### src/wb_pkg.sv
////////////////////////////////////////////////////////////
// Wishbone bus definitions
// Bus widths plus the packed pipelined, classic and response
// bundles that every block of the subsystem shares
////////////////////////////////////////////////////////////

package wb_pkg;

	////////////////////////////////////////////////////////////
	// Bus widths
	////////////////////////////////////////////////////////////

	// Word address width, the bus carries no byte offset
	localparam int WB_AW = 12;
	// Data width
	localparam int WB_DW = 32;
	// One select bit per byte lane
	localparam int WB_SW = WB_DW / 8;

	////////////////////////////////////////////////////////////
	// Request and response bundles
	////////////////////////////////////////////////////////////

	// Pipelined request
	// stb is a one-cycle transfer whenever stall is low
	typedef struct packed {
		logic             cyc;
		logic             stb;
		logic             we;
		logic [WB_AW-1:0] addr;
		logic [WB_DW-1:0] data;
		logic [WB_SW-1:0] sel;
	} wbp_req_t;

	// Classic request
	// stb stays up with a fixed address until ack or err
	typedef struct packed {
		logic             cyc;
		logic             stb;
		logic             we;
		logic [WB_AW-1:0] addr;
		logic [WB_DW-1:0] data;
		logic [WB_SW-1:0] sel;
	} wbc_req_t;

	// Response, same shape on both bus flavors
	typedef struct packed {
		logic             ack;
		logic             err;
		logic [WB_DW-1:0] data;
	} wb_rsp_t;

endpackage
### src/wbp2classic.sv
////////////////////////////////////////////////////////////
// Pipelined to classic Wishbone bridge
// Turns each pipelined request into one classic cycle and
// registers the slave's answer back to the pipelined side
////////////////////////////////////////////////////////////

`timescale 1ns/100ps

module wbp2classic
	import wb_pkg::*;
(
	input  logic     i_clk,
	input  logic     i_reset,
	// Pipelined slave side
	input  wbp_req_t i_req,
	output logic     o_stall,
	output wb_rsp_t  o_rsp,
	// Classic master side
	output wbc_req_t o_creq,
	input  wb_rsp_t  i_crsp
);

	// Set for one cycle after the slave answers
	logic             returned;
	// Registered response toward the master
	logic             rsp_ack;
	logic             rsp_err;
	logic [WB_DW-1:0] rsp_data;

	////////////////////////////////////////////////////////////
	// Classic request
	////////////////////////////////////////////////////////////

	always_comb
	begin
		o_creq.cyc  = i_req.cyc;
		// Forced low the cycle after ack, ends the classic cycle
		o_creq.stb  = i_req.stb && !returned;
		o_creq.we   = i_req.we;
		o_creq.addr = i_req.addr;
		o_creq.data = i_req.data;
		o_creq.sel  = i_req.sel;
	end

	////////////////////////////////////////////////////////////
	// Returned flag and stall
	////////////////////////////////////////////////////////////

	always_ff @(posedge i_clk)
	begin
		if (i_reset)
			returned <= 1'b0;
		else if (!i_req.stb || returned)
			returned <= 1'b0;
		else if (i_crsp.ack || i_crsp.err)
			returned <= 1'b1;
	end

	// Request is taken only once its answer came back
	assign o_stall = !returned;

	////////////////////////////////////////////////////////////
	// Response registers
	////////////////////////////////////////////////////////////

	always_ff @(posedge i_clk)
	begin
		if (i_reset)
		begin
			rsp_ack <= 1'b0;
			rsp_err <= 1'b0;
		end
		else
		begin
			// Outside a cycle nothing is reported
			rsp_ack <= i_req.cyc && i_crsp.ack;
			rsp_err <= i_req.cyc && i_crsp.err;
		end
	end

	// Read data held from the answering cycle
	always_ff @(posedge i_clk)
	begin
		if (i_crsp.ack || i_crsp.err)
			rsp_data <= i_crsp.data;
	end

	assign o_rsp.ack  = rsp_ack;
	assign o_rsp.err  = rsp_err;
	assign o_rsp.data = rsp_data;

endmodule

### config.mk
export PLATFORM = sky130hd
export DESIGN_NAME = wbp2classic
export DESIGN_NICKNAME = d
export VERILOG_FILES = /design/src/wb_pkg.sv /design/src/wbp2classic.sv
export SDC_FILE = /design/constraint.sdc
export NUM_CORES = 1
export LEC_CHECK = 0
export BUFFER_PORTS_ARGS = -buffer_cell sky130_fd_sc_hd__buf_2
export CAP_MARGIN = 0
export CORE_MARGIN = 5
export CORE_UTILIZATION = 33
export DETAILED_ROUTE_END_ITERATION = 12
export GPL_ROUTABILITY_DRIVEN = 0
export GPL_TIMING_DRIVEN = 1
export PLACE_DENSITY = 0.8
export SLEW_MARGIN = 20
export SYNTH_ARGS = -nofsm -noshare
export SYNTH_HDL_FRONTEND = slang
export SYNTH_SLANG_ARGS = --single-unit
### constraint.sdc
create_clock -name i_clk -period 1.4 [get_ports i_clk]
set_input_delay 0.07 -clock i_clk [delete_from_list [all_inputs] [get_ports i_clk]]
set_output_delay 0.07 -clock i_clk [all_outputs]
set_load 0.01 [all_outputs]
==> summary.md, run 1 <==
| Metric | Value |
|---|---|
| Worst slack, placed | `0.4102 ns` |
| Syn. warnings | `0` |
| PD cells | `1145 nW/um^2` |
| Postcts setup bufs | `0` |
| Vias per inst | `4.063` |
| Pleak | `0.8498 nW` |
| Post-cts resize count | `0` |
| Mean cell area of the mapped netlist | `15.65 sq um` |
| Unrepaired setup endpoints after global routing | `no` |
| Worst EP required | `1.33 ns` |
| CP arrival | `0.87 ns` |
| Sink Count | `35` |
| Seq. cell area | `1021 sq um` |
| Sequential fraction of the synthesis area | `70.16%` |
| FF+latch count, synth | `35` |
| Crit path kind | `reg2out` |
| Fillers | `404` |
| Critical path's slowest cell | `dfxtp_1` |
| Num rows | `24` |
| Path type of the worst min-delay path | `in2reg` |
| NumNets Final | `242` |
| CP Launch Type | `flop` |
| Crit end category | `output port` |
| Slew Limit Fails | `0` |
| Relative slew slack | `74.37%` |
| Root Driver | `clkbuf_8` |
| Mapped Cells | `93` |
| Num CTS Buffers | `5` |
| Routed Antenna Nets | `0` |
| DR DRC count | `0` |
| Critical path's top delay family | `flip-flops` |
| Syn Nets | `180` |
| Floorplan Core Area | `4324 sq um` |
| Vias in the first global route | `932` |
| Die extent in x | `76.41 um` |
| Worst clock skew | `0 ns` |
| 1st-iter DRT viols | `41` |
| Initial antenna violation count | `0` |
| N_diodes | `0` |
| DR vias | `841` |
| Total GRT Usage | `15.10%` |
| Synth cell types | `8` |
| PortBufs | `74` |
| Layout cells sized above 1 | `52.90%` |
| Status | `finished clean` |
| Multi-input logic area | `40.04 sq um` |
| Total of max-cap violations | `0` |
| Max VDD drop | `0.4726 mV` |
| WL per Instance | `21.07 um` |
| Final WL | `4.362 mm` |
| Total negative slack | `0 ns` |
| DRT Pass-1 Iters | `3` |
| Boundary Pins | `173` |
| Final setup violation count | `0` |
| CP max stage delay | `0.32 ns` |
| Clk pin slew, worst setup/hold paths | `0.06 ns` |
| P&R area growth vs syn | `30.95%` |
| Min Clock Period, post-route | `0.9414 ns` |
| Final Hold Viols | `0` |
| WP buf/inv | `1` |
| Initial Utilization | `33.65%` |
| First-pass GRT wire length | `6.299 mm` |
| Period utilization | `67.24%` |
| Final setup margin | `0.4586 ns` |
| F_max | `1062 MHz` |
| CTS tree | `built` |
| H-tree levels | `2` |
| Mapped Area | `1455 sq um` |
| Crit-path max FO | `2` |
| Global route overflow | `0` |
| Cells along the critical path | `nor2b_1 > buf_2` |
| Clock Tree Buf Depth | `2` |
| Worst Tran Pin Value | `0.3844 ns` |
| Die area | `5838 sq um` |
| Clk Latency, worst-skew pair | `0.27 ns` |
| Die height | `76.41 um` |
| Largest net degree at the start of global routing | `34` |
-- per-layer routing --
layer	up-vias	global-route usage, %	routed length, um
met2	93	25.68	2265
li1	383	-	-
met5	-	0	0
met1	353	9.723	911
met3	12	16.19	1004
met4	0	7.343	180
-- worst register-to-register path, cell delays in order (launching register included) --
cell	delay [ns]
dfxtp_1	0.32
nor2b_1	0.13
and3b_1	0.17
-- synth_stat cells --
cell      count  area share [%]
dfxtp_1       3             4.1
nor2b_1       1            0.43
or2_1         1            0.43
and3b_1       2             1.2
inv_1         1            0.26
edfxtp_1     32              66
and3b_2       1            0.69
buf_4        52              27
-- cell type report --
class	instances	share of cell area (%)
clock buffer	5	3.611
clock inverter	2	0.4596
inverter	1	0.1970
multi-input combinational	5	2.101
sequential	35	53.58
tap	52	3.414
timing repair buffer	107	36.64
-- sequential cells by signal, indices dropped and copies added, names as in the netlist --
signal and count:
rsp_data 32, rsp_err 1, rsp_ack 1, returned 1
-- kinds of logic after synthesis --
group | after synthesis | share of synthesized area (%)
DFF | 35 | 70.16
buffers and inverters | 53 | 27.08
and+or+nand+nor | 5 | 2.752
-- final timing paths --
check	startpoint	end	slack (ns)	depth (start not counted)
min	i_crsp[33]	rsp_ack	0.05	2
max	returned	o_creq[49]	0.46	2
min reg2reg	returned	returned	0.62	2
max reg2reg	returned	returned	0.72	2
-- report_power, final --
group | switching (mW) | internal (mW)
Clock | 0.297 | 0.330
Combinational | 0.134 | 0.160
Sequential | 0.0210 | 1.24
Total | 0.452 | 1.73
-- per-stage QoR --
step,cells,power [mW],utilization (%),area (sq um),hold slack (ns)
floorplan,93,1.508,-,1455,0.1689
finish,207,2.183,44.07,1906,0.05214
detailed placement,168,1.517,34.87,1508,0.1401
global route,207,2.303,44.07,1906,0.04468
global placement,168,1.514,34.87,1508,0.1401
CTS,207,2.213,44.07,1906,0.03578
-- repair_timing --
action                                 CTS  global route
hold buffers                            32             0
setup endpoints to repair                0             0
endpoints found under the hold margin   32             0
-- layout by cell type, fill, tap and decap left out, drive strengths merged --
cell type / Yosys / final
nor2b: 1 / 1
edfxtp: 32 / 32
clkbuf: 0 / 5
buf: 52 / 75
dfxtp: 3 / 3
clkinv: 0 / 2
dlygate4sd3: 0 / 32
and3b: 3 / 3
inv: 1 / 1
or2: 1 / 1
Power figures use the tool's default switching activity.
==> run 2, diff against run 1 <==
Settings changed: CORE_UTILIZATION 33 to 30, PLACE_DENSITY 0.8 to 0.77.
Clock period 1.4 ns to 0.85 ns, I/O delays scaled along.
==> summary.md, run 2 (synthesis results as in run 1) <==
| Metric | Value |
|---|---|
| Die area | `6343 sq um` |
| Final Hold Viols | `0` |
| Routed Antenna Nets | `0` |
| CP max stage delay | `0.34 ns` |
| Slew Limit Fails | `0` |
| Die extent in x | `79.65 um` |
| NumNets Final | `242` |
| Pleak | `0.8728 nW` |
| Total of max-cap violations | `0` |
| Unrepaired setup endpoints after global routing | `yes` |
| Fillers | `386` |
| Commonest non-fill, non-tap cell in the layout | `buf_2` |
| Die height | `79.65 um` |
| Largest register FFs | `32` |
| P&R area growth vs syn | `35.43%` |
| Hold slack final | `0.02976 ns` |
| Clk pin slew, worst setup/hold paths | `0.06 ns` |
| Max VDD drop | `0.7768 mV` |
| Most frequent cells in the layout | `72 x buf_2, 32 x dlygate4sd3_1, 32 x edfxtp_1` |
| 1st-iter DRT viols | `65` |
| Status | `complete, but fails checks` |
| Num rows | `25` |
| First-pass GRT wire length | `6.506 mm` |
| Crit path kind | `reg2out` |
| Path type of the worst min-delay path | `in2reg` |
| Floorplan Core Area | `4723 sq um` |
| H-tree levels | `2` |
| Final WL | `4.893 mm` |
| Largest net degree at the start of global routing | `34` |
| Cells along the critical path | `nor2b_4 > buf_6` |
| Worst EP required | `0.81 ns` |
| N_diodes | `0` |
| Vias in the first global route | `962` |
| F_max | `1085 MHz` |
| Critical path's slowest cell | `dfxtp_2` |
| DR vias | `912` |
| Vias per inst | `4.090` |
| Num CTS Buffers | `5` |
| DRT Pass-1 Iters | `4` |
| Relative slew slack | `71.68%` |
| Crit end category | `output port` |
| PortBufs | `74` |
| Period utilization | `108.4%` |
| Worst Tran Pin Value | `0.4248 ns` |
| Final setup margin | `-0.07173 ns` |
| Initial Utilization | `30.81%` |
| Initial antenna violation count | `0` |
| Root Driver | `clkbuf_8` |
| Layout cells sized above 1 | `55.13%` |
| Sink Count | `35` |
| PD cells | `1967 nW/um^2` |
| Global route overflow | `0` |
| CP arrival | `0.88 ns` |
| Placed insts | `182` |
| WL per Instance | `21.94 um` |
| WP buf/inv | `1` |
| Clock Tree Buf Depth | `2` |
| Worst slack, placed | `-0.04576 ns` |
| Total GRT Usage | `14.94%` |
| Seq. cell area | `1022 sq um` |
| Final setup violation count | `10` |
| Clk Latency, worst-skew pair | `0.28 ns` |
| Critical path's top delay family | `flip-flops` |
| DR DRC count | `0` |
| Failing checks | `negative setup slack` |
| Crit-path max FO | `2` |
| Boundary Pins | `173` |
| CTS tree | `built` |
| Multi-input logic area | `50.05 sq um` |
| Worst clock skew | `0 ns` |
| Total negative slack | `-0.1817 ns` |
| Final cell count without fillers | `223` |
| Largest register by flop count | `rsp_data` |
| Min Clock Period, post-route | `0.9217 ns` |
| CP Launch Type | `flop` |
-- run 2: cell type report --
| class | instances | share of cell area, % |
|---|---|---|
| Timing Repair Buffer | 107 | 36.06 |
| Multi-Input combinational cell | 5 | 2.540 |
| Clock buffer | 8 | 5.079 |
| Inverter | 1 | 0.1905 |
| Tap cell | 67 | 4.254 |
| Sequential cell | 35 | 51.87 |
-- run 2: power by group --
group,internal [mW],leakage (nW),switching [mW]
registers,2.04,0.351,0.0404
clock network,0.738,0.0515,0.538
logic,0.277,0.470,0.239
-- run 2: stage by stage --
| step | area [sq um] | utilization, % | total power, mW |
|---|---|---|---|
| 5_1_grt | 1971 | 41.72 | 4.035 |
| 6_report | 1971 | 41.72 | 3.876 |
| 2_1_floorplan | 1458 | - | 2.485 |
| 3_3_place_gp | 1521 | 32.21 | 2.477 |
| 4_1_cts | 1949 | 41.27 | 3.848 |
| 3_5_place_dp | 1521 | 32.21 | 2.489 |
-- run 2: timing repair --
item	4_1_cts	5_1_grt
setup endpoints to repair	5	30
buffers inserted	1	0
hold buffers	32	0
hold endpoints to repair	32	0
gates resized for setup	0	5
-- run 2: worst paths after layout --
check / start / end / slack (ns) / cells past startpoint
max: returned / o_creq[49] / -0.07 / 2
min: i_crsp[33] / rsp_ack / 0.03 / 2
max reg2reg: returned / returned / 0.01 / 3
min reg2reg: returned / returned / 0.77 / 3
-- run 2: layer usage --
layer / part of all wire (%) / global-route usage, %
met5: 0 / 0
met4: 3.4 / 10.48
met3: 23 / 11.96
met2: 51 / 27.05
met1: 22 / 9.493
