## src/wb_pkg.sv

```systemverilog
////////////////////////////////////////////////////////////
// Wishbone bus definitions
// Bus widths plus the packed pipelined, classic and response
// bundles that every block of the subsystem shares
////////////////////////////////////////////////////////////

package wb_pkg;

	////////////////////////////////////////////////////////////
	// Bus widths
	////////////////////////////////////////////////////////////

	// Word address width, the bus carries no byte offset
	localparam int WB_AW = 12;
	// Data width
	localparam int WB_DW = 32;
	// One select bit per byte lane
	localparam int WB_SW = WB_DW / 8;

	////////////////////////////////////////////////////////////
	// Request and response bundles
	////////////////////////////////////////////////////////////

	// Pipelined request
	// stb is a one-cycle transfer whenever stall is low
	typedef struct packed {
		logic             cyc;
		logic             stb;
		logic             we;
		logic [WB_AW-1:0] addr;
		logic [WB_DW-1:0] data;
		logic [WB_SW-1:0] sel;
	} wbp_req_t;

	// Classic request
	// stb stays up with a fixed address until ack or err
	typedef struct packed {
		logic             cyc;
		logic             stb;
		logic             we;
		logic [WB_AW-1:0] addr;
		logic [WB_DW-1:0] data;
		logic [WB_SW-1:0] sel;
	} wbc_req_t;

	// Response, same shape on both bus flavors
	typedef struct packed {
		logic             ack;
		logic             err;
		logic [WB_DW-1:0] data;
	} wb_rsp_t;

endpackage
```

## src/wbp_skid.sv

```systemverilog
////////////////////////////////////////////////////////////
// Pipelined request skid buffer
// One-entry buffer so that the upstream stall is a plain
// register and never a path from downstream logic
////////////////////////////////////////////////////////////

`timescale 1ns/100ps

module wbp_skid
	import wb_pkg::*;
(
	input  logic     i_clk,
	input  logic     i_reset,
	// Upstream pipelined port
	input  wbp_req_t i_req,
	output logic     o_stall,
	// Downstream pipelined port
	output wbp_req_t o_req,
	input  logic     i_stall
);

	// Buffer holds a request the downstream side refused
	logic     skid_full;
	// Parked request, payload only
	wbp_req_t skid_req;

	////////////////////////////////////////////////////////////
	// Buffer occupancy
	////////////////////////////////////////////////////////////

	always_ff @(posedge i_clk)
	begin
		if (i_reset || !i_req.cyc)
		begin
			// Dropping cyc ends the run, nothing stays parked
			skid_full <= 1'b0;
		end
		else if (!skid_full && i_req.stb && i_stall)
		begin
			// Passed through but refused downstream
			skid_full <= 1'b1;
		end
		else if (skid_full && !i_stall)
		begin
			// Parked request finally taken
			skid_full <= 1'b0;
		end
	end

	// Capture the refused request
	always_ff @(posedge i_clk)
	begin
		if (!skid_full && i_req.stb && i_stall)
		begin
			skid_req <= i_req;
		end
	end

	////////////////////////////////////////////////////////////
	// Outputs
	////////////////////////////////////////////////////////////

	// Upstream only sees the registered occupancy flag
	assign o_stall = skid_full;

	always_comb
	begin
		// Parked request wins, else straight through
		o_req = skid_full ? skid_req : i_req;
		// cyc always comes from upstream, unbuffered
		o_req.cyc = i_req.cyc;
		// A parked request is always a valid strobe
		o_req.stb = i_req.cyc && (skid_full || i_req.stb);
	end

endmodule

```

## config.mk

```make
export PLATFORM = sky130hd
export DESIGN_NAME = wbp_skid
export DESIGN_NICKNAME = d
export VERILOG_FILES = /design/src/wb_pkg.sv /design/src/wbp_skid.sv
export SDC_FILE = /design/constraint.sdc
export NUM_CORES = 1
export LEC_CHECK = 0
export BUFFER_PORTS_ARGS = -buffer_cell sky130_fd_sc_hd__buf_2
export CORE_MARGIN = 2
export CORE_UTILIZATION = 25
export DETAILED_ROUTE_END_ITERATION = 10
export HOLD_SLACK_MARGIN = 0.15
export MAX_ROUTING_LAYER = met4
export PLACE_DENSITY_LB_ADDON = 0.08
export SYNTH_ARGS = -nofsm -noshare
export SYNTH_HDL_FRONTEND = slang
export SYNTH_SLANG_ARGS = --single-unit
```

## constraint.sdc

```tcl
create_clock -name i_clk -period 4.1 [get_ports i_clk]
set_clock_uncertainty 0.2 [all_clocks]
set_input_delay 0.615 -clock i_clk [delete_from_list [all_inputs] [get_ports i_clk]]
set_output_delay 0.615 -clock i_clk [all_outputs]
set_load 0.005 [all_outputs]
```

==> results of run 1 <==
## metal layers
metal	up-vias	track usage [%]	wire, µm	part of all wire (%)
met3	2	3.04	385	8.6
met2	62	12.8	2060	46
met5	-	-	0	0
met4	0	2.49	2	0.045
li1	639	-	-	-
met1	622	11.1	2010	45
## sequential cells by signal, summed over array words and instances, names as in the netlist
name / count
skid_req: 49
o_stall: 1
## report_power, final
| group | internal [µW] | switching [µW] | leakage (µW) |
|---|---|---|---|
| Combinational | 86.2 | 48.5 | 0.000782 |
| Sequential | 586 | 12.6 | 0.000468 |
| Clock | 183 | 155 | 0.0000524 |
| Total | 855 | 216 | 0.00130 |
## stage by stage
step	utilization [%]	hold slack, ps	area (µm²)
5_1_grt	33.2	290	3070
3_3_place_gp	32.1	608	2960
3_5_place_dp	32.1	609	2960
2_1_floorplan	-	514	2370
6_report	33.2	303	3070
4_1_cts	33.2	288	3070
## cells in the mapped netlist, drive strengths merged
library cell / number
dfxtp: 1
o21a: 1
buf: 7
nor2: 1
mux2: 49
edfxtp: 49
nand2: 1
and3b: 1
## layout make-up
type / instances / share of cell area [%]
Tap cell: 129 / 5.26
Timing Repair Buffer: 107 / 17.6
Sequential cell: 50 / 48.7
Clock buffer: 7 / 2.49
Multi-Input combinational cell: 53 / 25.0
Clock inverter: 1 / 0.978
## kinds of logic (layout without fill, tap and decap cells)
group,after synthesis,after routing,synth area share (%)
flip-flops,50,50,62.9
multiplexers,49,49,31.0
buffers and inverters,7,115,5.02
AND/OR/NAND/NOR,3,3,0.686
AO/OA/AOI/OAI,1,1,0.317
## layout by cell type (no fill, tap or decap)
| cell type | synthesis | final |
|---|---|---|
| sky130_fd_sc_hd__and3b_1 | 1 | 1 |
| sky130_fd_sc_hd__o21a_1 | 1 | 1 |
| sky130_fd_sc_hd__buf_4 | 1 | 2 |
| sky130_fd_sc_hd__mux2_4 | 49 | 49 |
| sky130_fd_sc_hd__clkbuf_1 | 0 | 2 |
| sky130_fd_sc_hd__bufinv_16 | 0 | 1 |
| sky130_fd_sc_hd__buf_2 | 0 | 105 |
| sky130_fd_sc_hd__nor2_4 | 0 | 1 |
| sky130_fd_sc_hd__clkbuf_8 | 0 | 5 |
| sky130_fd_sc_hd__nand2_1 | 1 | 1 |
| sky130_fd_sc_hd__edfxtp_1 | 49 | 49 |
| sky130_fd_sc_hd__dfxtp_4 | 0 | 1 |
## worst paths after layout
| kind | slack (ps) | endpoint |
|---|---|---|
| setup / recovery | 1470 | o_req[3] |
| hold / removal | 300 | skid_req[22]$_DFFE_PP_ |
| setup reg to reg | 1800 | skid_req[13]$_DFFE_PP_ |
| hold reg to reg | 930 | o_stall$_SDFFE_PP0P_ |
==> impl_results.html, run 1 <==
<table>
<tr><th>Metric</th><th>Value</th></tr>
<tr><th colspan="2">Setup path</th></tr>
<tr><td>Data required time of the worst path</td><td>3280 ps</td></tr>
<tr><td>Worst setup path category</td><td>flip-flop to output port</td></tr>
<tr><td>Sort of element at the end of the critical path</td><td>output port</td></tr>
<tr><td>Data arrival, critical path</td><td>1810 ps</td></tr>
<tr><td>Critical Path Fanout Max</td><td>52</td></tr>
<tr><td>Count of cells along the worst register-to-register path</td><td>2</td></tr>
<tr><td>Buffers plus inverters on the worst setup path</td><td>1</td></tr>
<tr><td>Category of cells accounting for the largest share of critical-path delay</td><td>flip-flops</td></tr>
<tr><td>Slowest stage cell, crit path</td><td>sky130_fd_sc_hd__dfxtp_4</td></tr>
<tr><td>Delay of the slowest cell on the worst path</td><td>990 ps</td></tr>
<tr><td>Crit path cell chain</td><td>mux2_4, buf_2</td></tr>
<tr><td>Instance count on the critical path</td><td>2</td></tr>
<tr><td>Type of origin of the critical path</td><td>flip-flop</td></tr>
<tr><td>Source of the critical timing path</td><td>o_stall$_SDFFE_PP0P_</td></tr>
<tr><td>Worst r2r src</td><td>o_stall$_SDFFE_PP0P_</td></tr>
<tr><th colspan="2">Final layout</th></tr>
<tr><td>Cell Count, Final, Fillers Out</td><td>347</td></tr>
<tr><td>Total Nets Final</td><td>271</td></tr>
<tr><td>Share of cells above drive strength 1</td><td>75.2%</td></tr>
<tr><td>Filler Cell Count</td><td>between 900 and 1k</td></tr>
<tr><td>Area growth, synth to finish</td><td>29.6%</td></tr>
<tr><td>FF/Latch Area</td><td>1500 µm²</td></tr>
<tr><td>Area of the multi-input gates</td><td>767 µm²</td></tr>
<tr><td>Number of antenna diodes</td><td>0</td></tr>
<tr><th colspan="2">Pwr</th></tr>
<tr><td>Power Total</td><td>about 1100 µW</td></tr>
<tr><td>Lkg Pwr</td><td>0.00130 µW</td></tr>
<tr><td>Peak supply drop</td><td>0.153 mV</td></tr>
<tr><td>Pwr per Cell Area</td><td>349 nW/µm²</td></tr>
<tr><th colspan="2">Placed design</th></tr>
<tr><td>Final weighted congestion in routability-driven placement</td><td>0.660</td></tr>
<tr><td>Placed instance count</td><td>339</td></tr>
<tr><td>Buffers on Ports</td><td>105</td></tr>
<tr><td>Worst setup slack before clock tree synthesis</td><td>1680 ps</td></tr>
<tr><td>Final HPWL DP</td><td>approximately 3200 µm</td></tr>
<tr><th colspan="2">GRT</th></tr>
<tr><td>Residual overflow from global routing</td><td>0</td></tr>
<tr><td>Maximum number of pins on one net before global-route repair</td><td>53</td></tr>
<tr><td>Number of antenna violations at the first check in global routing</td><td>0</td></tr>
<tr><td>Overall track demand over capacity in global routing</td><td>between 8 and 9%</td></tr>
<tr><td>Number of global-route vias before repair</td><td>1352</td></tr>
<tr><td>Wire length of the first global-routing pass</td><td>6600 µm</td></tr>
<tr><th colspan="2">Timing</th></tr>
<tr><td>Highest clock frequency the design can meet</td><td>0.381 GHz</td></tr>
<tr><td>Transition time at the pin with the least slew margin</td><td>959 ps</td></tr>
<tr><td>Time the final worst path needs with I/O delays and setup</td><td>around 2600 ps</td></tr>
<tr><td>Max-slew headroom at the worst pin</td><td>36.1%</td></tr>
<tr><td>Unrepaired setup endpoints after global routing</td><td>false</td></tr>
<tr><td>Count of final max-slew check failures</td><td>0</td></tr>
<tr><td>Total Negative Setup Slacks</td><td>0 ps</td></tr>
<tr><td>Final hold violation count</td><td>0</td></tr>
<tr><td>Setup ws final</td><td>approximately 1500 ps</td></tr>
<tr><td>Number of endpoints failing setup at the final stage</td><td>0</td></tr>
<tr><td>Period utilisation layout</td><td>64.0%</td></tr>
<tr><th colspan="2">Synthesis</th></tr>
<tr><td>Netlist area before placement</td><td>2370 µm²</td></tr>
<tr><td>Net count of the mapped netlist</td><td>164</td></tr>
<tr><td>Flip-flop and latch count after synthesis</td><td>50</td></tr>
<tr><td>Post-synthesis sequential area ratio</td><td>62.9%</td></tr>
<tr><td>Syn. warnings</td><td>0</td></tr>
<tr><td>Synth area leaders</td><td>sky130_fd_sc_hd__edfxtp_1 62%, sky130_fd_sc_hd__mux2_4 31%, sky130_fd_sc_hd__buf_12 4.2%, sky130_fd_sc_hd__dfxtp_1 0.84%, sky130_fd_sc_hd__buf_6 0.48%</td></tr>
<tr><td>Cells after synthesis</td><td>110</td></tr>
<tr><td>Average cell area after synthesis</td><td>between 20 and 25 µm²</td></tr>
<tr><td>Number of unique standard cell types used by synthesis</td><td>10</td></tr>
<tr><td>Biggest area consumer among synthesized cells</td><td>sky130_fd_sc_hd__edfxtp_1</td></tr>
<tr><td>Area fraction of the dominant cell type after synthesis</td><td>62.1%</td></tr>
<tr><th colspan="2">Die</th></tr>
<tr><td>Ports</td><td>106</td></tr>
<tr><td>Die width</td><td>101 µm</td></tr>
<tr><td>Rows</td><td>35</td></tr>
<tr><td>Die Area</td><td>10300 µm²</td></tr>
<tr><td>Initial standard-cell utilization of the core</td><td>25.6%</td></tr>
<tr><td>Die Height</td><td>101 µm</td></tr>
<tr><td>Area inside the core boundary</td><td>9240 µm²</td></tr>
<tr><th colspan="2">Clock tree</th></tr>
<tr><td>Hold-fix buffers, CTS</td><td>0</td></tr>
<tr><td>Clock sink count</td><td>50</td></tr>
<tr><td>Post_cts resized</td><td>0</td></tr>
<tr><td>Maximum number of buffers from clock root to sink</td><td>2</td></tr>
<tr><td>H-tree depth</td><td>2</td></tr>
<tr><td>CTS tree</td><td>yes</td></tr>
<tr><td>Setup Fix Bufs, Post-CTS</td><td>0</td></tr>
<tr><td>Register clock-pin slew on the reported worst setup and hold paths</td><td>90 ps</td></tr>
<tr><td>Cell at the root of the clock tree</td><td>sky130_fd_sc_hd__clkbuf_8</td></tr>
<tr><td>Total CTS buffers</td><td>5</td></tr>
<tr><td>Clock latency at the later pin of the worst-skew pair</td><td>290 ps</td></tr>
<tr><th colspan="2">Drt</th></tr>
<tr><td>Number of optimization iterations in the first detailed-route pass</td><td>2</td></tr>
<tr><td>Routed wire length</td><td>4460 µm</td></tr>
<tr><td>DR vias</td><td>1325</td></tr>
<tr><td>Initial DRC count</td><td>53</td></tr>
<tr><td>Post-route ant nets</td><td>0</td></tr>
<tr><td>Post-route DRC violation count</td><td>0</td></tr>
<tr><td>Drt via density</td><td>3.82</td></tr>
<tr><td>Detail-routed net length per standard cell</td><td>12.9 µm</td></tr>
<tr><th colspan="2">Status</th></tr>
<tr><td>Result of the run</td><td>complete, no violations</td></tr>
<tr><th colspan="2">Worst hold path</th></tr>
<tr><td>Path category of the worst min-delay check</td><td>primary input to flip-flop</td></tr>
<tr><td>Worst hold path stage count</td><td>1</td></tr>
<tr><td>Min-delay src</td><td>i_req[22]</td></tr>
<tr><th colspan="2">Run</th></tr>
<tr><td>Max-cap check violation count</td><td>0</td></tr>
</table>
Power figures use the tool's default switching activity.
==> inputs of run 2 (changes only) <==
Clock period 4.1 ns to 2.3 ns, I/O delays scaled along.
==> impl_results.html, run 2 (synthesized netlist as in run 1, its figures left out) <==
<table>
<tr><th>Metric</th><th>Value</th></tr>
<tr><th colspan="2">Placed design</th></tr>
<tr><td>Buffers on Ports</td><td>105 (unchanged)</td></tr>
<tr><td>Final HPWL DP</td><td>3220 µm (was 3210 µm)</td></tr>
<tr><td>Final weighted congestion in routability-driven placement</td><td>0.646 (was 0.660)</td></tr>
<tr><td>Placed instance count</td><td>340 (was 339)</td></tr>
<tr><th colspan="2">Setup path</th></tr>
<tr><td>Slowest stage cell, crit path</td><td>sky130_fd_sc_hd__dfxtp_4 (unchanged)</td></tr>
<tr><td>Source of the critical timing path</td><td>o_stall$_SDFFE_PP0P_ (unchanged)</td></tr>
<tr><td>Category of cells accounting for the largest share of critical-path delay</td><td>flip-flops (unchanged)</td></tr>
<tr><td>Crit path cell chain</td><td>buf_12, mux2_4, buf_2 (was mux2_4, buf_2)</td></tr>
<tr><td>Worst setup path category</td><td>flip-flop to output port (unchanged)</td></tr>
<tr><td>Type of origin of the critical path</td><td>flip-flop (unchanged)</td></tr>
<tr><td>Delay of the slowest cell on the worst path</td><td>540 ps (was 990 ps)</td></tr>
<tr><td>Data required time of the worst path</td><td>1750 ps (was 3280 ps)</td></tr>
<tr><td>Critical Path Fanout Max</td><td>26 (was 52)</td></tr>
<tr><td>Worst r2r src</td><td>o_stall$_SDFFE_PP0P_ (unchanged)</td></tr>
<tr><td>Sort of element at the end of the critical path</td><td>output port (unchanged)</td></tr>
<tr><td>Buffers plus inverters on the worst setup path</td><td>2 (was 1)</td></tr>
<tr><td>Data arrival, critical path</td><td>1560 ps (was 1810 ps)</td></tr>
<tr><th colspan="2">Final layout</th></tr>
<tr><td>Register name with the most flops</td><td>skid_req (unchanged)</td></tr>
<tr><td>Cell Count, Final, Fillers Out</td><td>398 (was 347)</td></tr>
<tr><td>Area growth, synth to finish</td><td>51.7% (was 29.6%)</td></tr>
<tr><td>Number of antenna diodes</td><td>0 (unchanged)</td></tr>
<tr><td>Most common library cell in the layout ignoring fill and taps</td><td>sky130_fd_sc_hd__buf_2 (unchanged)</td></tr>
<tr><td>Flip-flop count of the largest register after layout</td><td>49 (unchanged)</td></tr>
<tr><td>Filler Cell Count</td><td>899 (was 933)</td></tr>
<tr><td>FF/Latch Area</td><td>1500 µm² (unchanged)</td></tr>
<tr><td>Commonest non-fill, non-tap cells in the layout</td><td>105 x sky130_fd_sc_hd__buf_2, 51 x sky130_fd_sc_hd__dlygate4sd3_1, 49 x sky130_fd_sc_hd__mux2_4, 49 x sky130_fd_sc_hd__edfxtp_1, 5 x sky130_fd_sc_hd__clkbuf_8 (was 105 x sky130_fd_sc_hd__buf_2, 49 x sky130_fd_sc_hd__mux2_4, 49 x sky130_fd_sc_hd__edfxtp_1, 5 x sky130_fd_sc_hd__clkbuf_8)</td></tr>
<tr><td>Total Nets Final</td><td>323 (was 271)</td></tr>
<tr><td>Area of the multi-input gates</td><td>767 µm² (unchanged)</td></tr>
<tr><td>Share of cells above drive strength 1</td><td>61.0% (was 75.2%)</td></tr>
<tr><th colspan="2">Clock tree</th></tr>
<tr><td>Clock latency at the later pin of the worst-skew pair</td><td>290 ps (about the same)</td></tr>
<tr><td>Cell at the root of the clock tree</td><td>sky130_fd_sc_hd__clkbuf_8 (unchanged)</td></tr>
<tr><td>Register clock-pin slew on the reported worst setup and hold paths</td><td>90 ps (about the same)</td></tr>
<tr><td>Maximum number of buffers from clock root to sink</td><td>2 (unchanged)</td></tr>
<tr><td>CTS tree</td><td>yes (unchanged)</td></tr>
<tr><td>Total CTS buffers</td><td>5 (unchanged)</td></tr>
<tr><td>Clock sink count</td><td>50 (unchanged)</td></tr>
<tr><td>Post_cts resized</td><td>0 (unchanged)</td></tr>
<tr><td>Setup Fix Bufs, Post-CTS</td><td>0 (unchanged)</td></tr>
<tr><td>H-tree depth</td><td>2 (unchanged)</td></tr>
<tr><th colspan="2">Pwr</th></tr>
<tr><td>Pwr per Cell Area</td><td>518 nW/µm² (was 349 nW/µm²)</td></tr>
<tr><td>Switching Power</td><td>397 µW (was 216 µW)</td></tr>
<tr><td>Lkg Pwr</td><td>0.00152 µW (was 0.00130 µW)</td></tr>
<tr><td>Share of total power in sequential cells</td><td>56.7% (was 55.9%)</td></tr>
<tr><td>Fraction of power consumed by the clock network</td><td>26.1% (was 31.6%)</td></tr>
<tr><td>Power Total</td><td>1860 µW (was 1070 µW)</td></tr>
<tr><td>Logic pwr share</td><td>17.2% (was 12.6%)</td></tr>
<tr><td>Peak supply drop</td><td>0.199 mV (was 0.153 mV)</td></tr>
<tr><td>Internal power of the cells</td><td>1470 µW (was 855 µW)</td></tr>
<tr><td>Switching part of the total power</td><td>21.3% (was 20.2%)</td></tr>
<tr><th colspan="2">Die</th></tr>
<tr><td>Die Area</td><td>10300 µm² (unchanged)</td></tr>
<tr><td>Initial standard-cell utilization of the core</td><td>25.6% (unchanged)</td></tr>
<tr><td>Area inside the core boundary</td><td>9240 µm² (unchanged)</td></tr>
<tr><td>Ports</td><td>106 (unchanged)</td></tr>
<tr><td>Rows</td><td>35 (unchanged)</td></tr>
<tr><td>Die Height</td><td>101 µm (unchanged)</td></tr>
<tr><td>Die width</td><td>101 µm (unchanged)</td></tr>
<tr><th colspan="2">Timing</th></tr>
<tr><td>Total Negative Setup Slacks</td><td>0 ps (unchanged)</td></tr>
<tr><td>Count of final max-slew check failures</td><td>0 (unchanged)</td></tr>
<tr><td>Time the final worst path needs with I/O delays and setup</td><td>2100 ps</td></tr>
<tr><td>Transition time at the pin with the least slew margin</td><td>285 ps (was 959 ps)</td></tr>
<tr><td>Final hold violation count</td><td>0 (unchanged)</td></tr>
<tr><td>Max-slew headroom at the worst pin</td><td>81.0% (was 36.1%)</td></tr>
<tr><td>Period utilisation layout</td><td>91.5%</td></tr>
<tr><td>Number of endpoints failing setup at the final stage</td><td>0 (unchanged)</td></tr>
<tr><td>Highest clock frequency the design can meet</td><td>0.475 GHz</td></tr>
<tr><td>Unrepaired setup endpoints after global routing</td><td>false (unchanged)</td></tr>
<tr><th colspan="2">GRT</th></tr>
<tr><td>Overall track demand over capacity in global routing</td><td>9.43% (was 8.60%)</td></tr>
<tr><td>Residual overflow from global routing</td><td>0 (unchanged)</td></tr>
<tr><td>Maximum number of pins on one net before global-route repair</td><td>50 (was 53)</td></tr>
<tr><td>Number of global-route vias before repair</td><td>1485 (was 1352)</td></tr>
<tr><td>Wire length of the first global-routing pass</td><td>7270 µm (was 6600 µm)</td></tr>
<tr><td>Number of antenna violations at the first check in global routing</td><td>0 (unchanged)</td></tr>
<tr><th colspan="2">Drt</th></tr>
<tr><td>Met3 wirelength from detailed routing</td><td>272 µm (was 385 µm)</td></tr>
<tr><td>Post-route met1 wirelength</td><td>2270 µm (was 2010 µm)</td></tr>
<tr><td>Routed wire length</td><td>4800 µm (was 4460 µm)</td></tr>
<tr><td>Drt via density</td><td>3.80 (was 3.82)</td></tr>
<tr><td>Detail-routed net length per standard cell</td><td>12.1 µm (was 12.9 µm)</td></tr>
<tr><td>DR vias</td><td>1512 (was 1325)</td></tr>
<tr><td>Number of optimization iterations in the first detailed-route pass</td><td>4 (was 2)</td></tr>
<tr><td>Post-route ant nets</td><td>0 (unchanged)</td></tr>
<tr><td>Top routing layer used</td><td>met4 (unchanged)</td></tr>
<tr><td>Post-route DRC violation count</td><td>0 (unchanged)</td></tr>
<tr><td>Met2 routed wirelength</td><td>2260 µm (was 2060 µm)</td></tr>
<tr><td>Initial DRC count</td><td>37 (was 53)</td></tr>
<tr><th colspan="2">Status</th></tr>
<tr><td>Result of the run</td><td>complete, no violations (unchanged)</td></tr>
<tr><th colspan="2">Worst hold path</th></tr>
<tr><td>Path category of the worst min-delay check</td><td>primary input to flip-flop (unchanged)</td></tr>
<tr><td>Min-delay src</td><td>i_req[49] (was i_req[22])</td></tr>
<tr><th colspan="2">Run</th></tr>
<tr><td>Max-cap check violation count</td><td>0 (unchanged)</td></tr>
</table>
## run 2: cell types whose count changed in the layout (fill, tap and decap cells not counted)
cell / delta
sky130_fd_sc_hd__buf_4: -2
sky130_fd_sc_hd__buf_12: +3
sky130_fd_sc_hd__bufinv_16: -1
sky130_fd_sc_hd__dlygate4sd3_1: +51
## run 2: path summary, 6_finish.rpt
| kind | end | slack, ps | depth (start not counted) |
|---|---|---|---|
| hold reg to reg | skid_req[37]$_DFFE_PP_ | 800 | 2 |
| hold / removal | skid_req[37]$_DFFE_PP_ | 510 | 4 |
| setup / recovery | o_req[12] | 200 | 3 |
| setup reg to reg | o_stall$_SDFFE_PP0P_ | 640 | 3 |
## run 2: per-layer routing
layer	vias up	global-route usage (%)
li1	744	-
met1	705	11.5
met2	61	15.2
met3	2	2.62
met4	0	2.81
met5	-	-
## run 2: area by class of cell
class,instances,share of cell area (%)
sequential,50,41.6
timing repair buffer,159,30.5
multi-input combinational,53,21.3
tap,129,4.49
clock buffer,7,2.12
## run 2: what timing repair did
action | CTS | global route
hold buffers | 51 | 0
setup endpoints to repair | 0 | 0
endpoints found under the hold margin | 50 | 0
## run 2: per-stage QoR
| stage | util [%] | setup slack (ps) | hold WS, ps | area [µm²] |
|---|---|---|---|---|
| 2_1_floorplan | - | 339 | 244 | 2380 |
| 4_1_cts | 38.9 | 160 | 509 | 3600 |
| 3_3_place_gp | 32.6 | 500 | 339 | 3010 |
| 3_5_place_dp | 32.6 | 503 | 340 | 3010 |
| 5_1_grt | 38.9 | 107 | 524 | 3600 |
| 6_report | 38.9 | 196 | 507 | 3600 |
## run 2: worst reg2reg max path: cells and delay by family (launching register included)
kind / cells / cell delay [ps]
buffers and inverters: 1 / 540
AND/OR/NAND/NOR: 1 / 150
AO/OA/AOI/OAI: 1 / 220
flip-flops: 1 / 450
## run 2: power groups by stage
| stage | logic (µW) | registers (µW) | clock network, µW |
|---|---|---|---|
| 2_1_floorplan | 141 | 1070 | 0 |
| 3_3_place_gp | 262 | 1080 | 0 |
| 3_5_place_dp | 260 | 1080 | 0 |
| 4_1_cts | 327 | 1060 | 527 |
| 5_1_grt | 349 | 1060 | 556 |
| 6_report | 320 | 1060 | 486 |
==> inputs of run 3 (changes only) <==
Settings changed: ABC_AREA set to 0, PLACE_DENSITY_LB_ADDON 0.08 to not set.
==> impl_results.html, run 3 (synthesized netlist as in run 1, its figures left out) <==
<table>
<tr><th>Metric</th><th>Value</th></tr>
<tr><th colspan="2">Setup path</th></tr>
<tr><td>Data arrival, critical path</td><td>1510 ps (was 1560 ps)</td></tr>
<tr><td>Critical Path Fanout Max</td><td>12 (was 26)</td></tr>
<tr><td>Worst setup path category</td><td>flip-flop to output port (unchanged)</td></tr>
<tr><td>Type of origin of the critical path</td><td>flip-flop (unchanged)</td></tr>
<tr><td>Sort of element at the end of the critical path</td><td>output port (unchanged)</td></tr>
<tr><td>Data required time of the worst path</td><td>1750 ps (about the same)</td></tr>
<tr><th colspan="2">Timing</th></tr>
<tr><td>Worst hold slack across all endpoints</td><td>479 ps (was 507 ps)</td></tr>
<tr><td>Count of final max-slew check failures</td><td>0 (unchanged)</td></tr>
<tr><td>Highest clock frequency the design can meet</td><td>0.486 GHz (was 0.475 GHz)</td></tr>
<tr><td>Unrepaired setup endpoints after global routing</td><td>false (unchanged)</td></tr>
<tr><td>Max-slew headroom at the worst pin</td><td>70.3% (was 81.0%)</td></tr>
<tr><td>Time the final worst path needs with I/O delays and setup</td><td>2060 ps (was 2100 ps)</td></tr>
<tr><td>Number of endpoints failing setup at the final stage</td><td>0 (unchanged)</td></tr>
<tr><td>Period utilisation layout</td><td>89.4% (was 91.5%)</td></tr>
<tr><td>Final hold violation count</td><td>0 (unchanged)</td></tr>
<tr><td>Transition time at the pin with the least slew margin</td><td>446 ps (was 285 ps)</td></tr>
<tr><td>Total Negative Setup Slacks</td><td>0 ps (unchanged)</td></tr>
<tr><th colspan="2">Final layout</th></tr>
<tr><td>Share of cells above drive strength 1</td><td>61.9% (was 61.0%)</td></tr>
<tr><td>Register name with the most flops</td><td>skid_req (unchanged)</td></tr>
<tr><td>Cell Count, Final, Fillers Out</td><td>402 (was 398)</td></tr>
<tr><td>Commonest non-fill, non-tap cells in the layout</td><td>105 x sky130_fd_sc_hd__buf_2, 51 x sky130_fd_sc_hd__dlygate4sd3_1, 49 x sky130_fd_sc_hd__mux2_4, 49 x sky130_fd_sc_hd__edfxtp_1, 5 x sky130_fd_sc_hd__clkbuf_8 (unchanged)</td></tr>
<tr><td>Area of the multi-input gates</td><td>767 µm² (unchanged)</td></tr>
<tr><td>Flip-flop count of the largest register after layout</td><td>49 (unchanged)</td></tr>
<tr><td>FF/Latch Area</td><td>1500 µm² (unchanged)</td></tr>
<tr><td>Filler Cell Count</td><td>849 (was 899)</td></tr>
<tr><td>Number of antenna diodes</td><td>0 (unchanged)</td></tr>
<tr><td>Post-Layout Inst Area</td><td>3660 µm² (was 3600 µm²)</td></tr>
<tr><td>Most common library cell in the layout ignoring fill and taps</td><td>sky130_fd_sc_hd__buf_2 (unchanged)</td></tr>
<tr><td>Area growth, synth to finish</td><td>54.3% (was 51.7%)</td></tr>
<tr><td>Total Nets Final</td><td>326 (was 323)</td></tr>
<tr><th colspan="2">Drt</th></tr>
<tr><td>Post-route ant nets</td><td>0 (unchanged)</td></tr>
<tr><td>Detail-routed net length per standard cell</td><td>12.8 µm (was 12.1 µm)</td></tr>
<tr><td>Initial DRC count</td><td>42 (was 37)</td></tr>
<tr><td>Routed wire length</td><td>5150 µm (was 4800 µm)</td></tr>
<tr><td>DR vias</td><td>1567 (was 1512)</td></tr>
<tr><td>Number of optimization iterations in the first detailed-route pass</td><td>4 (unchanged)</td></tr>
<tr><td>Post-route DRC violation count</td><td>0 (unchanged)</td></tr>
<tr><td>Drt via density</td><td>3.90 (was 3.80)</td></tr>
<tr><th colspan="2">GRT</th></tr>
<tr><td>Maximum number of pins on one net before global-route repair</td><td>35 (was 50)</td></tr>
<tr><td>Residual overflow from global routing</td><td>0 (unchanged)</td></tr>
<tr><td>Overall track demand over capacity in global routing</td><td>10.6% (was 9.43%)</td></tr>
<tr><td>Number of global-route vias before repair</td><td>1613 (was 1485)</td></tr>
<tr><td>Wire length of the first global-routing pass</td><td>7980 µm (was 7270 µm)</td></tr>
<tr><td>Number of antenna violations at the first check in global routing</td><td>0 (unchanged)</td></tr>
<tr><th colspan="2">Die</th></tr>
<tr><td>Die Height</td><td>101 µm (unchanged)</td></tr>
<tr><td>Area inside the core boundary</td><td>9240 µm² (unchanged)</td></tr>
<tr><td>Ports</td><td>106 (unchanged)</td></tr>
<tr><td>Rows</td><td>35 (unchanged)</td></tr>
<tr><td>Initial standard-cell utilization of the core</td><td>25.6% (unchanged)</td></tr>
<tr><td>Die width</td><td>101 µm (unchanged)</td></tr>
<tr><td>Die Area</td><td>10300 µm² (unchanged)</td></tr>
<tr><th colspan="2">Pwr</th></tr>
<tr><td>Switching Power</td><td>415 µW (was 397 µW)</td></tr>
<tr><td>Pwr per Cell Area</td><td>575 nW/µm² (was 518 nW/µm²)</td></tr>
<tr><td>Peak supply drop</td><td>0.296 mV (was 0.199 mV)</td></tr>
<tr><td>Fraction of power consumed by the clock network</td><td>34.3% (was 26.1%)</td></tr>
<tr><td>Internal power of the cells</td><td>1690 µW (was 1470 µW)</td></tr>
<tr><td>Switching part of the total power</td><td>19.7% (was 21.3%)</td></tr>
<tr><td>Logic pwr share</td><td>15.4% (was 17.2%)</td></tr>
<tr><td>Power Total</td><td>2100 µW (was 1860 µW)</td></tr>
<tr><td>Lkg Pwr</td><td>0.00156 µW (was 0.00152 µW)</td></tr>
<tr><td>Share of total power in sequential cells</td><td>50.3% (was 56.7%)</td></tr>
<tr><th colspan="2">Placed design</th></tr>
<tr><td>Placed instance count</td><td>342 (was 340)</td></tr>
<tr><td>Placed cell areas</td><td>3000 µm² (was 3010 µm²)</td></tr>
<tr><td>Final weighted congestion in routability-driven placement</td><td>0.663 (was 0.646)</td></tr>
<tr><td>Final HPWL DP</td><td>3300 µm (was 3220 µm)</td></tr>
<tr><td>Buffers on Ports</td><td>105 (unchanged)</td></tr>
<tr><th colspan="2">Worst hold path</th></tr>
<tr><td>Path category of the worst min-delay check</td><td>primary input to flip-flop (unchanged)</td></tr>
<tr><th colspan="2">Status</th></tr>
<tr><td>Result of the run</td><td>complete, no violations (unchanged)</td></tr>
<tr><th colspan="2">Clock tree</th></tr>
<tr><td>H-tree depth</td><td>2 (unchanged)</td></tr>
<tr><td>Clock latency at the later pin of the worst-skew pair</td><td>300 ps (was 290 ps)</td></tr>
<tr><td>CTS tree</td><td>yes (unchanged)</td></tr>
<tr><td>Clock sink count</td><td>50 (unchanged)</td></tr>
<tr><td>Cell at the root of the clock tree</td><td>sky130_fd_sc_hd__clkbuf_8 (unchanged)</td></tr>
<tr><td>Register clock-pin slew on the reported worst setup and hold paths</td><td>90 ps (about the same)</td></tr>
<tr><td>Total CTS buffers</td><td>5 (unchanged)</td></tr>
<tr><td>Maximum number of buffers from clock root to sink</td><td>2 (unchanged)</td></tr>
<tr><th colspan="2">Run</th></tr>
<tr><td>Max-cap check violation count</td><td>0 (unchanged)</td></tr>
</table>
[run 3: cell count changes in the layout (fill, tap and decap cells not counted), sizes merged]
cell	change
buf	+3
bufinv	+2
clkbuf	-2
clkinv	+1
[run 3: worst max-delay path: stages, from the launching register on]
cell                      delay [ps]
sky130_fd_sc_hd__dfxtp_4         510
sky130_fd_sc_hd__buf_4           260
sky130_fd_sc_hd__mux2_4          310
sky130_fd_sc_hd__buf_2           130
[run 3: path summary, 6_finish.rpt]
kind                         from                      to  slack [ps]  cells after the start
max          o_stall$_SDFFE_PP0P_               o_req[17]         240                      3
min                       i_stall  skid_req[45]$_DFFE_PP_         480                      4
min reg2reg  o_stall$_SDFFE_PP0P_  skid_req[45]$_DFFE_PP_         930                      3
max reg2reg  o_stall$_SDFFE_PP0P_    o_stall$_SDFFE_PP0P_         440                      4
[run 3: timing repair]
item,4_1_cts,5_1_grt
gates resized for setup,0,0
hold endpoints to repair,50,0
buffers inserted,0,1
endpoints found under the setup margin,0,4
hold buffers,51,0
[run 3: cell type report]
| cell class | instances | area share, % |
|---|---|---|
| Clock buffer | 5 | 1.88 |
| Clock inverter | 3 | 1.74 |
| Multi-Input combinational cell | 53 | 21.0 |
| Sequential cell | 50 | 40.9 |
| Tap cell | 129 | 4.41 |
| Timing Repair Buffer | 162 | 30.1 |
[run 3: through the flow]
stage / utilization [%] / worst slack, ps
final: 39.6 / 243
after global routing: 39.6 / 150
after CTS: 39.4 / 51.2
after detailed placement: 32.5 / 401
after global placement: 32.5 / 426
after floorplan: - / 339
[run 3: power by group through the flow]
stage	logic, µW	registers (µW)	clock network, µW
finish	323	1060	722
global route	353	1060	793
CTS	321	1060	762
detailed placement	254	1080	0
global placement	251	1080	0
floorplan	141	1070	0
[run 3: per-layer routing]
metal	global-route usage, %	up-vias	part of all wire (%)
li1	-	749	-
met1	13.3	734	46
met2	16.0	79	45
met3	3.52	5	7.4
met4	3.43	0	1.3
met5	-	-	0
